--- config.mk ---
export PLATFORM = sky130hd
export DESIGN_NAME = rv_decode_stage
export DESIGN_NICKNAME = d
export VERILOG_FILES = /design/src/hdl/decode_pkg.sv /design/src/hdl/command_stage.sv /design/src/hdl/decode_control.sv /design/src/hdl/reg_file.sv /design/src/hdl/reg_scoreboard.sv /design/src/hdl/rv_decode_stage.sv
export SDC_FILE = /design/constraint.sdc
export NUM_CORES = 2
export LEC_CHECK = 0
export ABC_AREA = 1
export BUFFER_PORTS_ARGS = -buffer_cell sky130_fd_sc_hd__buf_2
export CELL_PAD_IN_SITES_DETAIL_PLACEMENT = 1
export CELL_PAD_IN_SITES_GLOBAL_PLACEMENT = 1
export CORE_MARGIN = 2
export CORE_UTILIZATION = 36
export CTS_CLUSTER_SIZE = 30
export DETAILED_ROUTE_END_ITERATION = 8
export PLACE_DENSITY = 0.64
export SLEW_MARGIN = 10
export SYNTH_ARGS = -nofsm -noshare
export SYNTH_HDL_FRONTEND = slang
export SYNTH_SLANG_ARGS = --single-unit
--- constraint.sdc ---
create_clock -name clk -period 18.3 [get_ports clk]
set_input_delay 3.66 -clock clk [delete_from_list [all_inputs] [get_ports clk]]
set_output_delay 3.66 -clock clk [all_outputs]
set_load 0.02 [all_outputs]
--- src/hdl/decode_pkg.sv ---
// Decode stage package with widths, scalar types, RV32I opcodes, exit codes and port structs
package decode_pkg;

    localparam int NUM_REGS = 32;
    localparam int REG_ADDR_WIDTH = 5;
    localparam int XLEN = 32;
    localparam int REG_STATUS_WIDTH = 3;
    localparam int JUMP_FLAG_WIDTH = 2;
    localparam int RETIRED_WIDTH = 32;

    typedef logic [REG_ADDR_WIDTH-1:0] reg_addr_t;
    typedef logic [XLEN-1:0] reg_value_t;
    typedef logic [REG_STATUS_WIDTH-1:0] reg_status_t;
    typedef logic [JUMP_FLAG_WIDTH-1:0] jump_flag_t;
    typedef logic [7:0] exit_code_t;

    // RV32I base opcodes, plus the F extension ones that force an exit
    localparam logic [6:0] OPCODE_OP = 7'b0110011;
    localparam logic [6:0] OPCODE_OP_IMM = 7'b0010011;
    localparam logic [6:0] OPCODE_LOAD = 7'b0000011;
    localparam logic [6:0] OPCODE_STORE = 7'b0100011;
    localparam logic [6:0] OPCODE_BRANCH = 7'b1100011;
    localparam logic [6:0] OPCODE_JAL = 7'b1101111;
    localparam logic [6:0] OPCODE_JALR = 7'b1100111;
    localparam logic [6:0] OPCODE_LUI = 7'b0110111;
    localparam logic [6:0] OPCODE_AUIPC = 7'b0010111;
    localparam logic [6:0] OPCODE_SYSTEM = 7'b1110011;
    localparam logic [6:0] OPCODE_FLOAT_LOAD = 7'b0000111;
    localparam logic [6:0] OPCODE_FLOAT_STORE = 7'b0100111;
    localparam logic [6:0] OPCODE_FLOAT_OP = 7'b1010011;

    localparam logic [2:0] FUNCT3_PRIV = 3'b000;
    localparam logic [6:0] FUNCT7_MULDIV = 7'b0000001;
    localparam logic [11:0] FUNCT12_EBREAK = 12'h001;
    localparam reg_addr_t REG_A0 = 5'd10;

    localparam exit_code_t EXIT_ILLEGAL = 8'd1;
    localparam exit_code_t EXIT_FLOAT = 8'd2;
    localparam exit_code_t EXIT_MULDIV = 8'd3;

    typedef struct packed {
        logic [11:0] imm;
        reg_addr_t rs1;
        logic [2:0] funct3;
        reg_addr_t rd;
        logic [6:0] opcode;
    } instr_itype_t;

    typedef struct packed {
        logic [6:0] imm_hi;
        reg_addr_t rs2;
        reg_addr_t rs1;
        logic [2:0] funct3;
        logic [4:0] imm_lo;
        logic [6:0] opcode;
    } instr_stype_t;

    // Same 32 bits, seen as I-type or S-type
    typedef union packed {
        instr_itype_t itype;
        instr_stype_t stype;
    } instr_word_u;

    typedef struct packed {
        instr_word_u word;
        jump_flag_t jump_flag;
    } instruction_op_t;

    typedef struct packed {
        reg_addr_t addr;
        reg_value_t value;
    } writeback_t;

    typedef struct packed {
        logic [6:0] opcode;
        logic [2:0] funct3;
        logic [6:0] funct7;
        reg_addr_t rd;
        reg_status_t rd_status;
        reg_value_t rs1_value;
        reg_value_t rs2_value;
        reg_value_t imm;
        jump_flag_t jump_flag;
        logic halt;
    } execute_op_t;

endpackage

--- src/hdl/command_stage.sv ---
// One-entry registered valid/ready stage for the execute command
`timescale 1ns/100ps

module command_stage (
    input logic clk,
    input logic arst_n,
    input logic in_valid,
    input decode_pkg::execute_op_t in_command,
    input logic out_ready,
    output logic stage_ready,
    output logic out_valid,
    output decode_pkg::execute_op_t out_command
);

    logic valid_q;
    decode_pkg::execute_op_t command_q;

    // Accept when empty or when the held entry leaves this cycle
    assign stage_ready = !valid_q || out_ready;

    always_ff @(posedge clk or negedge arst_n) begin
        if (!arst_n) begin
            valid_q <= 1'b0;
        end else if (stage_ready) begin
            valid_q <= in_valid;
        end
    end

    always_ff @(posedge clk) begin
        if (stage_ready && in_valid) begin
            command_q <= in_command;
        end
    end

    assign out_valid = valid_q;
    assign out_command = command_q;

endmodule

--- src/hdl/decode_control.sv ---
// Decode control FSM with reset sweep, jump flag, opcode classes, issue, exit and retired count
`timescale 1ns/100ps

module decode_control (
    input logic clk,
    input logic arst_n,
    input logic instruction_valid,
    input decode_pkg::instruction_op_t instruction,
    input logic jump_valid,
    input logic jump_mispredicted,
    input logic operands_ready,
    input decode_pkg::reg_status_t rd_status,
    input decode_pkg::reg_value_t rs1_value,
    input decode_pkg::reg_value_t rs2_value,
    input logic stage_ready,
    output logic instruction_ready,
    output decode_pkg::reg_addr_t rs1_addr,
    output decode_pkg::reg_addr_t rs2_addr,
    output decode_pkg::reg_addr_t rd_addr,
    output logic sweep_clear,
    output decode_pkg::reg_addr_t sweep_addr,
    output logic issue_write,
    output logic issue,
    output decode_pkg::execute_op_t command,
    output logic exit_flag,
    output decode_pkg::exit_code_t exit_code,
    output logic [decode_pkg::RETIRED_WIDTH-1:0] retired_count
);

    typedef enum logic [1:0] {
        STATE_RESET,
        STATE_NORMAL,
        STATE_EXIT
    } state_t;

    state_t state;
    decode_pkg::reg_addr_t sweep_count;
    decode_pkg::jump_flag_t jump_flag;
    decode_pkg::jump_flag_t current_flag;
    decode_pkg::instr_word_u word;
    decode_pkg::exit_code_t next_exit_code;
    logic [6:0] opcode;
    logic is_env;
    logic is_ebreak;
    logic is_muldiv;
    logic is_float;
    logic is_illegal;
    logic writes_rd;
    logic stale;
    logic exit_now;
    logic send;

    assign word = instruction.word;
    assign opcode = word.itype.opcode;

    // A mispredict resolved this cycle already applies to the current instruction
    assign current_flag = jump_flag
        + decode_pkg::jump_flag_t'(jump_valid && jump_mispredicted);
    assign stale = (instruction.jump_flag != current_flag);

    always_comb begin
        is_float = 1'b0;
        is_illegal = 1'b0;
        writes_rd = 1'b0;
        case (opcode)
            decode_pkg::OPCODE_OP, decode_pkg::OPCODE_OP_IMM, decode_pkg::OPCODE_LOAD,
            decode_pkg::OPCODE_JAL, decode_pkg::OPCODE_JALR, decode_pkg::OPCODE_LUI,
            decode_pkg::OPCODE_AUIPC, decode_pkg::OPCODE_SYSTEM: writes_rd = 1'b1;
            decode_pkg::OPCODE_STORE, decode_pkg::OPCODE_BRANCH: writes_rd = 1'b0;
            decode_pkg::OPCODE_FLOAT_LOAD, decode_pkg::OPCODE_FLOAT_STORE,
            decode_pkg::OPCODE_FLOAT_OP: is_float = 1'b1;
            default: is_illegal = 1'b1;
        endcase
    end

    assign is_env = (opcode == decode_pkg::OPCODE_SYSTEM)
        && (word.itype.funct3 == decode_pkg::FUNCT3_PRIV);
    assign is_ebreak = is_env && (word.itype.imm == decode_pkg::FUNCT12_EBREAK);
    assign is_muldiv = (opcode == decode_pkg::OPCODE_OP)
        && (word.itype.imm[11:5] == decode_pkg::FUNCT7_MULDIV);
    assign exit_now = is_illegal || is_float || is_muldiv || is_ebreak;

    // Environment calls take their argument from a0
    assign rs1_addr = is_env ? decode_pkg::REG_A0 : word.itype.rs1;
    assign rs2_addr = is_env ? decode_pkg::REG_A0 : word.stype.rs2;
    assign rd_addr = (writes_rd && !exit_now) ? word.itype.rd : '0;

    always_comb begin
        case (state)
            STATE_NORMAL: instruction_ready = stale || (operands_ready && stage_ready);
            STATE_EXIT: instruction_ready = 1'b1;
            default: instruction_ready = 1'b0;
        endcase
    end

    assign send = instruction_valid && instruction_ready && (state == STATE_NORMAL) && !stale;
    assign issue = send;
    assign issue_write = send && (rd_addr != '0);

    always_comb begin
        if (is_ebreak) begin
            next_exit_code = rs1_value[7:0];
        end else if (is_float) begin
            next_exit_code = decode_pkg::EXIT_FLOAT;
        end else if (is_muldiv) begin
            next_exit_code = decode_pkg::EXIT_MULDIV;
        end else begin
            next_exit_code = decode_pkg::EXIT_ILLEGAL;
        end
    end

    always_comb begin
        command.opcode = opcode;
        command.funct3 = word.itype.funct3;
        command.funct7 = word.itype.imm[11:5];
        command.rd = rd_addr;
        command.rd_status = rd_status;
        command.rs1_value = rs1_value;
        command.rs2_value = rs2_value;
        // Stores split the immediate around rs2
        if (opcode == decode_pkg::OPCODE_STORE) begin
            command.imm = {{20{word.stype.imm_hi[6]}}, word.stype.imm_hi, word.stype.imm_lo};
        end else begin
            command.imm = {{20{word.itype.imm[11]}}, word.itype.imm};
        end
        command.jump_flag = current_flag;
        command.halt = exit_now;
    end

    always_ff @(posedge clk or negedge arst_n) begin
        if (!arst_n) begin
            state <= STATE_RESET;
            sweep_count <= '0;
            jump_flag <= '0;
            exit_code <= '0;
            retired_count <= '0;
        end else begin
            jump_flag <= current_flag;
            case (state)
                STATE_RESET: begin
                    sweep_count <= sweep_count + 1'b1;
                    if (sweep_count == decode_pkg::reg_addr_t'(decode_pkg::NUM_REGS - 1)) begin
                        state <= STATE_NORMAL;
                    end
                end
                STATE_NORMAL: begin
                    if (send && exit_now) begin
                        state <= STATE_EXIT;
                        exit_code <= next_exit_code;
                    end else if (send) begin
                        retired_count <= retired_count + 1'b1;
                    end
                end
                default: state <= state;
            endcase
        end
    end

    assign sweep_clear = (state == STATE_RESET);
    assign sweep_addr = sweep_count;
    assign exit_flag = (state == STATE_EXIT);

endmodule

--- src/hdl/reg_file.sv ---
// Register file, 32 x 32 bits, one write port and two combinational read ports
`timescale 1ns/100ps

module reg_file (
    input logic clk,
    input logic arst_n,
    input logic write_enable,
    input decode_pkg::reg_addr_t write_addr,
    input decode_pkg::reg_value_t write_value,
    input decode_pkg::reg_addr_t rs1_addr,
    input decode_pkg::reg_addr_t rs2_addr,
    output decode_pkg::reg_value_t rs1_value,
    output decode_pkg::reg_value_t rs2_value
);

    decode_pkg::reg_value_t regs [decode_pkg::NUM_REGS];

    always_ff @(posedge clk or negedge arst_n) begin
        if (!arst_n) begin
            for (int i = 0; i < decode_pkg::NUM_REGS; i++) begin
                regs[i] <= '0;
            end
        end else if (write_enable) begin
            regs[write_addr] <= write_value;
        end
    end

    // x0 is hardwired to zero
    assign rs1_value = (rs1_addr == '0) ? '0 : regs[rs1_addr];
    assign rs2_value = (rs2_addr == '0) ? '0 : regs[rs2_addr];

endmodule

--- src/hdl/reg_scoreboard.sv ---
// Register scoreboard with front and rear write counters and the operand-ready check
`timescale 1ns/100ps

module reg_scoreboard (
    input logic clk,
    input logic arst_n,
    input logic sweep_clear,
    input decode_pkg::reg_addr_t sweep_addr,
    input decode_pkg::reg_addr_t rs1_addr,
    input decode_pkg::reg_addr_t rs2_addr,
    input decode_pkg::reg_addr_t rd_addr,
    input logic issue_write,
    input logic writeback_valid,
    input decode_pkg::writeback_t writeback,
    output logic operands_ready,
    output decode_pkg::reg_status_t rd_status
);

    // Front counts issued writes, rear counts completed writebacks
    decode_pkg::reg_status_t front [decode_pkg::NUM_REGS];
    decode_pkg::reg_status_t rear [decode_pkg::NUM_REGS];

    logic rs1_clear;
    logic rs2_clear;
    logic rd_room;
    decode_pkg::reg_status_t rd_front_next;

    always_ff @(posedge clk or negedge arst_n) begin
        if (!arst_n) begin
            for (int i = 0; i < decode_pkg::NUM_REGS; i++) begin
                front[i] <= '0;
                rear[i] <= '0;
            end
        end else if (sweep_clear) begin
            front[sweep_addr] <= '0;
            rear[sweep_addr] <= '0;
        end else begin
            if (issue_write) begin
                front[rd_addr] <= front[rd_addr] + 1'b1;
            end
            // x0 never gets a pending write, so its writebacks are dropped
            if (writeback_valid && writeback.addr != '0) begin
                rear[writeback.addr] <= rear[writeback.addr] + 1'b1;
            end
        end
    end

    assign rs1_clear = (front[rs1_addr] == rear[rs1_addr]);
    assign rs2_clear = (front[rs2_addr] == rear[rs2_addr]);

    // One more write to rd must not wrap the front onto the rear
    assign rd_front_next = front[rd_addr] + 1'b1;
    assign rd_room = (rd_front_next != rear[rd_addr]);

    assign operands_ready = rs1_clear && rs2_clear && rd_room;
    assign rd_status = front[rd_addr];

endmodule

--- src/hdl/rv_decode_stage.sv ---
// RV32I decode stage top level with control, scoreboard, register file and command stage
`timescale 1ns/100ps

module rv_decode_stage (
    input logic clk,
    input logic arst_n,
    input logic instruction_valid,
    output logic instruction_ready,
    input decode_pkg::instruction_op_t instruction,
    output logic execute_valid,
    input logic execute_ready,
    output decode_pkg::execute_op_t execute_command,
    input logic writeback_valid,
    input decode_pkg::writeback_t writeback,
    input logic jump_valid,
    input logic jump_mispredicted,
    output logic exit_flag,
    output decode_pkg::exit_code_t exit_code,
    output logic [decode_pkg::RETIRED_WIDTH-1:0] retired_count
);

    decode_pkg::reg_addr_t rs1_addr;
    decode_pkg::reg_addr_t rs2_addr;
    decode_pkg::reg_addr_t rd_addr;
    decode_pkg::reg_addr_t sweep_addr;
    decode_pkg::reg_value_t rs1_value;
    decode_pkg::reg_value_t rs2_value;
    decode_pkg::reg_status_t rd_status;
    decode_pkg::execute_op_t command;
    logic sweep_clear;
    logic issue_write;
    logic issue;
    logic operands_ready;
    logic stage_ready;
    logic rf_write_enable;
    decode_pkg::reg_addr_t rf_write_addr;
    decode_pkg::reg_value_t rf_write_value;

    // Sweep owns the write port until it finishes
    assign rf_write_enable = sweep_clear || writeback_valid;
    assign rf_write_addr = sweep_clear ? sweep_addr : writeback.addr;
    assign rf_write_value = sweep_clear ? '0 : writeback.value;

    decode_control decode_control_inst (
        .clk(clk),
        .arst_n(arst_n),
        .instruction_valid(instruction_valid),
        .instruction(instruction),
        .jump_valid(jump_valid),
        .jump_mispredicted(jump_mispredicted),
        .operands_ready(operands_ready),
        .rd_status(rd_status),
        .rs1_value(rs1_value),
        .rs2_value(rs2_value),
        .stage_ready(stage_ready),
        .instruction_ready(instruction_ready),
        .rs1_addr(rs1_addr),
        .rs2_addr(rs2_addr),
        .rd_addr(rd_addr),
        .sweep_clear(sweep_clear),
        .sweep_addr(sweep_addr),
        .issue_write(issue_write),
        .issue(issue),
        .command(command),
        .exit_flag(exit_flag),
        .exit_code(exit_code),
        .retired_count(retired_count)
    );

    reg_scoreboard reg_scoreboard_inst (
        .clk(clk),
        .arst_n(arst_n),
        .sweep_clear(sweep_clear),
        .sweep_addr(sweep_addr),
        .rs1_addr(rs1_addr),
        .rs2_addr(rs2_addr),
        .rd_addr(rd_addr),
        .issue_write(issue_write),
        .writeback_valid(writeback_valid),
        .writeback(writeback),
        .operands_ready(operands_ready),
        .rd_status(rd_status)
    );

    reg_file reg_file_inst (
        .clk(clk),
        .arst_n(arst_n),
        .write_enable(rf_write_enable),
        .write_addr(rf_write_addr),
        .write_value(rf_write_value),
        .rs1_addr(rs1_addr),
        .rs2_addr(rs2_addr),
        .rs1_value(rs1_value),
        .rs2_value(rs2_value)
    );

    command_stage command_stage_inst (
        .clk(clk),
        .arst_n(arst_n),
        .in_valid(issue),
        .in_command(command),
        .out_ready(execute_ready),
        .stage_ready(stage_ready),
        .out_valid(execute_valid),
        .out_command(execute_command)
    );

endmodule

Word-level counts from Yosys, hierarchy flattened
Cells that the tools add are included.

storage, ports and cells
  bits in read-only memories = 0
  RAM bits = 0
  output and inout bits = 167
  input bits = 78
  word-level logic and storage cells = 264
  memories = 0
  flip-flop bits (word level) = 1370
  bits in latches = 0

operators by class
  $mul = 0
  add/sub/neg operators = 5
  shift operators = 0
  equal/unequal tests = 24
  $lt $le $gt $ge = 10
  reductions and logical operators = 43
  mux-type cells = 59
  divide/modulo/power cells = 0
  bitwise operators = 10

operators by type and width
  kind                                                        count
  bitwise mux 1024 bit                                        1
  two-way mux 96 bit                                          4
  binary-select mux 32 bit (select 5 bit)                     2
  AND 96 bit                                                  2
  bitwise mux 96 bit                                          2
  two-way mux 32 bit                                          6
  demux 32 bit (select 5 bit)                                 1
  binary-select mux 3 bit (select 5 bit)                      7
  inverter 96 bit                                             1
  two-way mux 3 bit                                           17
  demux 3 bit (select 5 bit)                                  3
  greater-or-equal comparator 6 bit, second input constant    6
  inverter 5 -> 6 bit                                         6
  == test 7 bit, second input constant                        5
  adder 32 x 1 -> 32 bit, second input constant               1
  == test 7 x 6 -> 1 bit, second input constant               4
  two-way mux 5 bit                                           5
  less-than comparator 6 x 1 -> 1 bit, second input constant  4
  two-way mux 8 bit                                           3
  logical AND 1 bit                                           19
  == test 7 x 5 -> 1 bit, second input constant               2
  OR reduction 13 bit                                         1
  == test 12 x 1 -> 1 bit, second input constant              1
  logical NOT 5 bit                                           2
  29 further kinds                                            46

Longest topological paths before layout
  word-level depth = 25
  gate-level depth with buffers = 36
  depth with buffers taken out = 34

By module
A second synthesis with hierarchy kept.

unflattened totals
  cell total of the unflattened synthesis = 11759
  area total of the unflattened synthesis = 80532.2 um^2

by module, submodules not included
  module           seq. area each (um^2)  times used  cells an instance  area an instance (um^2)
  reg_file         25624.6                1           8366               56842.0
  reg_scoreboard   4804.6                 1           2581               15254.6
  decode_control   1226.2                 1           597                4327.9
  command_stage    3748.6                 1           130                3768.6
  rv_decode_stage  0.0                    1           85                 339.1

Least setup slack after synthesis
Ideal clock, no wire load.

  path kind = input to register
  start = input port instruction[3] in the netlist's numbering
  end = register command_stage_inst.command_q, in the netlist command_stage_inst.out_command[0] (enable)
  slack = 6803 ps
  setup time = 554 ps
  path buffers = 2
  arrival = 10944 ps
  data required time = 17746 ps
  stages = 31
  cell sequence = nand2_1 inv_2 nand2_1 nor2_1 nor2_1 nand2_1 nor2_4 nand2_4 inv_6 nand2_4 nor2_8 clkbuf_1 nor2_1 inv_1 buf_1 o22ai_1 o21ai_0 nand4_1 nor2_1 ha_1 inv_1 nand3_1 nand2_1 nor2_1 nand2_1 nand2_1 nand2_1 nand2_1 nand2_2 nand3_2 nor2_1

RTL lines
  what                  RTL line              RTL
  start, declared       rv_decode_stage.sv:9  input decode_pkg::instruction_op_t instruction,
  end signal, assigned  command_stage.sv:31   command_q <= in_command;
  end, declared         command_stage.sv:16   decode_pkg::execute_op_t command_q;

==> flow_summary_export.csv <==
group,metric,value,unit
floorplan,initial_core_util,36.2,%
timing,rsz0062_at_grt,"no",
cts,post_cts_buffers,0,
cts,cts_resized,0,
synthesis,synthesis.area,76700,sq um
cts,cts_inserted_buffers,165,
routing,drcViolationCount,0,
synthesis,synth_cell_types,52,
worst_setup_path,arrival,9170,ps
synthesis,synth_flop_cell,"dfrtp_1",
placement,gp_congestion,0.948,
synthesis,ys_seq_elements,1363,
cts,clkSinkCount,1363,
cells_and_area,syn2layout_area_growth,10.8,%
routing,avgViaCountPerCell,6.16,
worst_setup_path,rrSetupSlack,13500,ps
placement,io_buffer_count,244,
worst_setup_path,required,14640,ps
cts,htreeDepth,4,
synthesis,synth_commonest_cells,"2,290 x o21ai_0, 2,249 x nand2_1, 1,266 x dfrtp_1",
routing,wirelength,372,mm
worst_setup_path,crit_end,"instruction_ready",
worst_setup_path,reg2reg_depth,26,
run,cap_violations,0,
routing,via_count,79800,
synthesis,yosysTopAreaCellShare,41.3,%
global_route,global_route.overflow_total,0,
placement,dp_hpwl,217,mm
power_and_ir_drop,power,11.6,mW
cts,cts_tree,"built",
routing,wl_per_cell,28.7,microns
cells_and_area,fin_nets,10100,
cells_and_area,drive_gt1_share,7.50,%
synthesis,synth_cells,10400,
floorplan,die_w,465,microns
floorplan,die_area,217000,sq um
routing,antenna_left,0,
timing,slew_headroom,14.3,%
timing,worst_pin_slew,1280,ps
cts,clk_path_buf_depth,3,
synthesis,synth.avg_cell_area,7.40,sq um
timing,setup_viol,0,
timing,timing.final.crit_period,12830,ps
timing,fin_hold_ws,475,ps
run_status,status,"finished, final reports clean",
timing,max_freq,77.9,MHz
cts,postCtsHoldBufs,0,
floorplan,std_cell_rows,169,
global_route,antenna_found_initial,13,
worst_setup_path,end_kind,"output pin",
power_and_ir_drop,peakVddDrop,109,uV
floorplan,die_h,465,microns
synthesis,synth_largest_area_cell,"dfrtp_1",
floorplan,ios,245,
global_route,grt_start_max_net_pins,164,
worst_setup_path,path_class,"in2out",
timing,slew_violations,0,
routing,drt-initial-drc-count,8084,
power_and_ir_drop,power.density,137,nW/um^2
min_path,timing.hold.worst.class,"reg2reg",
worst_setup_path,crit_start,"instruction[22]",
worst_setup_path,worst_r2r_endpoint,"reg_scoreboard_inst.front[32]",
power_and_ir_drop,leakagePower,36.1,nW
global_route,grt_pass1_vias,80000,
timing,skew,39.0,ps
timing,hold_viol,0,
global_route,grt_pass1_wl,548,mm
floorplan,core-area,212000,sq um
cts,path_clk_slew,50,ps
global_route,grt_use_total,33.5,%
timing,min_period_over_period,70.1,%
synthesis,synthArstFlopShare,92.9,%
cts,clk_root_buffer_cell,"clkbuf_16",
worst_setup_path,crit_path_start_kind,"primary input",
synthesis,synth_nets,10500,
synthesis,ys_top_cells_by_area,"dfrtp_1 41%, o21ai_0 15%, nand2_1 11%",
routing,firstDrtPassIters,6,
worst_setup_path,r2r_start,"reg_scoreboard_inst.front[51]",
cts,clock_latency,850,ps
synthesis,ys_seq_area_share,45.1,%
synthesis,synth_edf_count,97,
timing,setup_tns,0,ps
cells_and_area,num-fill-cells,25900,
synthesis,yosysWarnings,0,
worst_setup_path,worstPathMaxFanout,43,
synthesis,synth.most_common_cell,"o21ai_0",
==> worst max-delay path: stages <==
cell and delay, ps:
buf_4 270, nand2_1 160, nor2_1 60, nand3_1 140, nor2_4 60, nor2_4 180
nand2_4 110, inv_6 220, nand2_4 160, nor2_8 580, inv_2 590, nor2_1 220
inv_1 280, o22ai_1 220, o21ai_0 120, nand4_1 140, nor2_1 80, ha_1 400
inv_1 250, nand3_1 110, nand2_1 80, nor2_1 40, nand2_1 70, nand2_1 220
nand2_1 130, nand2_1 80, a21boi_0 180, buf_2 220
==> worst min path at each step <==
| stage | from | to | slack, ps | cells after the start |
|---|---|---|---|---|
| floorplan | reg_scoreboard_inst.front[18] | reg_scoreboard_inst.front[18] | 440 | 2 |
| global placement | reg_scoreboard_inst.front[54] | reg_scoreboard_inst.front[54] | 450 | 2 |
| detailed placement | reg_scoreboard_inst.front[39] | reg_scoreboard_inst.front[39] | 470 | 2 |
| CTS | reg_scoreboard_inst.front[6] | reg_scoreboard_inst.front[6] | 480 | 2 |
| global route | reg_scoreboard_inst.front[39] | reg_scoreboard_inst.front[39] | 490 | 2 |
| finish | reg_scoreboard_inst.front[6] | reg_scoreboard_inst.front[6] | 470 | 2 |
==> sequential cells by signal, indices dropped and copies added, names as in the netlist <==
signal	flops
command_stage_inst.out_command	97
decode_control_inst.state	2
reg_scoreboard_inst.rear	96
decode_control_inst.retired_count	32
reg_file_inst.regs	1024
decode_control_inst.jump_flag	2
command_stage_inst.out_valid	1
reg_scoreboard_inst.front	96
decode_control_inst.exit_code	8
decode_control_inst.sweep_addr	5
==> cell type report <==
type / instances / area (sq um) / area share (%)
repair buffers: 392 / 2480 / 2.92
multi-input cells: 7553 / 36800 / 43.3
flip-flops and latches: 1363 / 34600 / 40.7
clock buffers: 235 / 4760 / 5.60
well taps: 2821 / 3530 / 4.15
inverters: 502 / 1950 / 2.30
clock inverters: 72 / 827 / 0.973
diodes: 7 / 17.5 / 0.0206
==> layout by cell type, fill, tap and decap left out, types with 8 or more instances in the layout <==
cell | synthesis | layout
o21ai_0 | 2290 | 2290
nand2_1 | 2249 | 2210
dfrtp_1 | 1266 | 1266
nor2_1 | 920 | 910
nand3_1 | 498 | 498
a21oi_1 | 493 | 491
inv_1 | 478 | 469
o22ai_1 | 343 | 343
buf_2 | 54 | 241
o211ai_1 | 240 | 240
clkbuf_16 | 0 | 168
buf_4 | 30 | 140
edfxtp_1 | 97 | 97
o221ai_1 | 81 | 81
o31ai_1 | 62 | 62
a31oi_1 | 41 | 41
nand2_4 | 3 | 39
a221oi_1 | 38 | 38
a211oi_1 | 37 | 37
clkbuf_1 | 810 | 37
clkinv_2 | 0 | 34
clkbuf_8 | 0 | 30
a311oi_1 | 29 | 29
nor3_1 | 32 | 28
o21ai_1 | 25 | 25
xor2_1 | 23 | 22
o32ai_1 | 22 | 22
clkinv_1 | 9 | 19
nand4_1 | 19 | 19
o311ai_0 | 16 | 16
xnor2_1 | 15 | 15
inv_2 | 14 | 14
bufinv_16 | 0 | 13
nor2_4 | 3 | 12
mux2i_1 | 12 | 12
ha_1 | 12 | 11
buf_12 | 0 | 11
a221o_1 | 9 | 9
inv_6 | 1 | 8
==> per-layer routing <==
layer  vias up  wire [microns]  track usage (%)
met5         -              14                0
met4         2           23200             18.5
met3      1032           24600             4.87
met2      3428          169000             53.6
met1     40500          155000             43.5
li1      34800               -                -
==> metrics by stage <==
step / area, sq um / setup slack (ps) / utilization [%] / cells
after global placement: 79400 / 5750 / 37.5 / 12600
after CTS: 84900 / 5600 / 40.1 / 12900
final: 85000 / 5470 / 40.1 / 12900
after floorplan: 76700 / 6800 / - / 10400
after detailed placement: 79400 / 5620 / 37.5 / 12600
after global routing: 85000 / 5030 / 40.1 / 12900
==> power breakdown <==
| part | switching, mW | total, mW | internal, mW |
|---|---|---|---|
| logic | 2.65 | 3.60 | 0.946 |
| registers | 0.663 | 4.58 | 3.92 |
| clock network | 1.46 | 3.46 | 2.00 |
| total | 4.77 | 11.6 | 6.86 |
==> cell families after synthesis <==
| group | after synthesis | share of synthesized area, % |
|---|---|---|
| and+or+nand+nor | 3751 | 19.5 |
| AOI/OAI and AO/OA | 3740 | 27.2 |
| buffers and inverters | 1447 | 7.40 |
| DFF | 1363 | 45.1 |
| xor gates and xnor gates | 38 | 0.434 |
| muxes | 12 | 0.157 |
| adders and majority gates | 12 | 0.196 |
(Power assumes the default switching activity.)
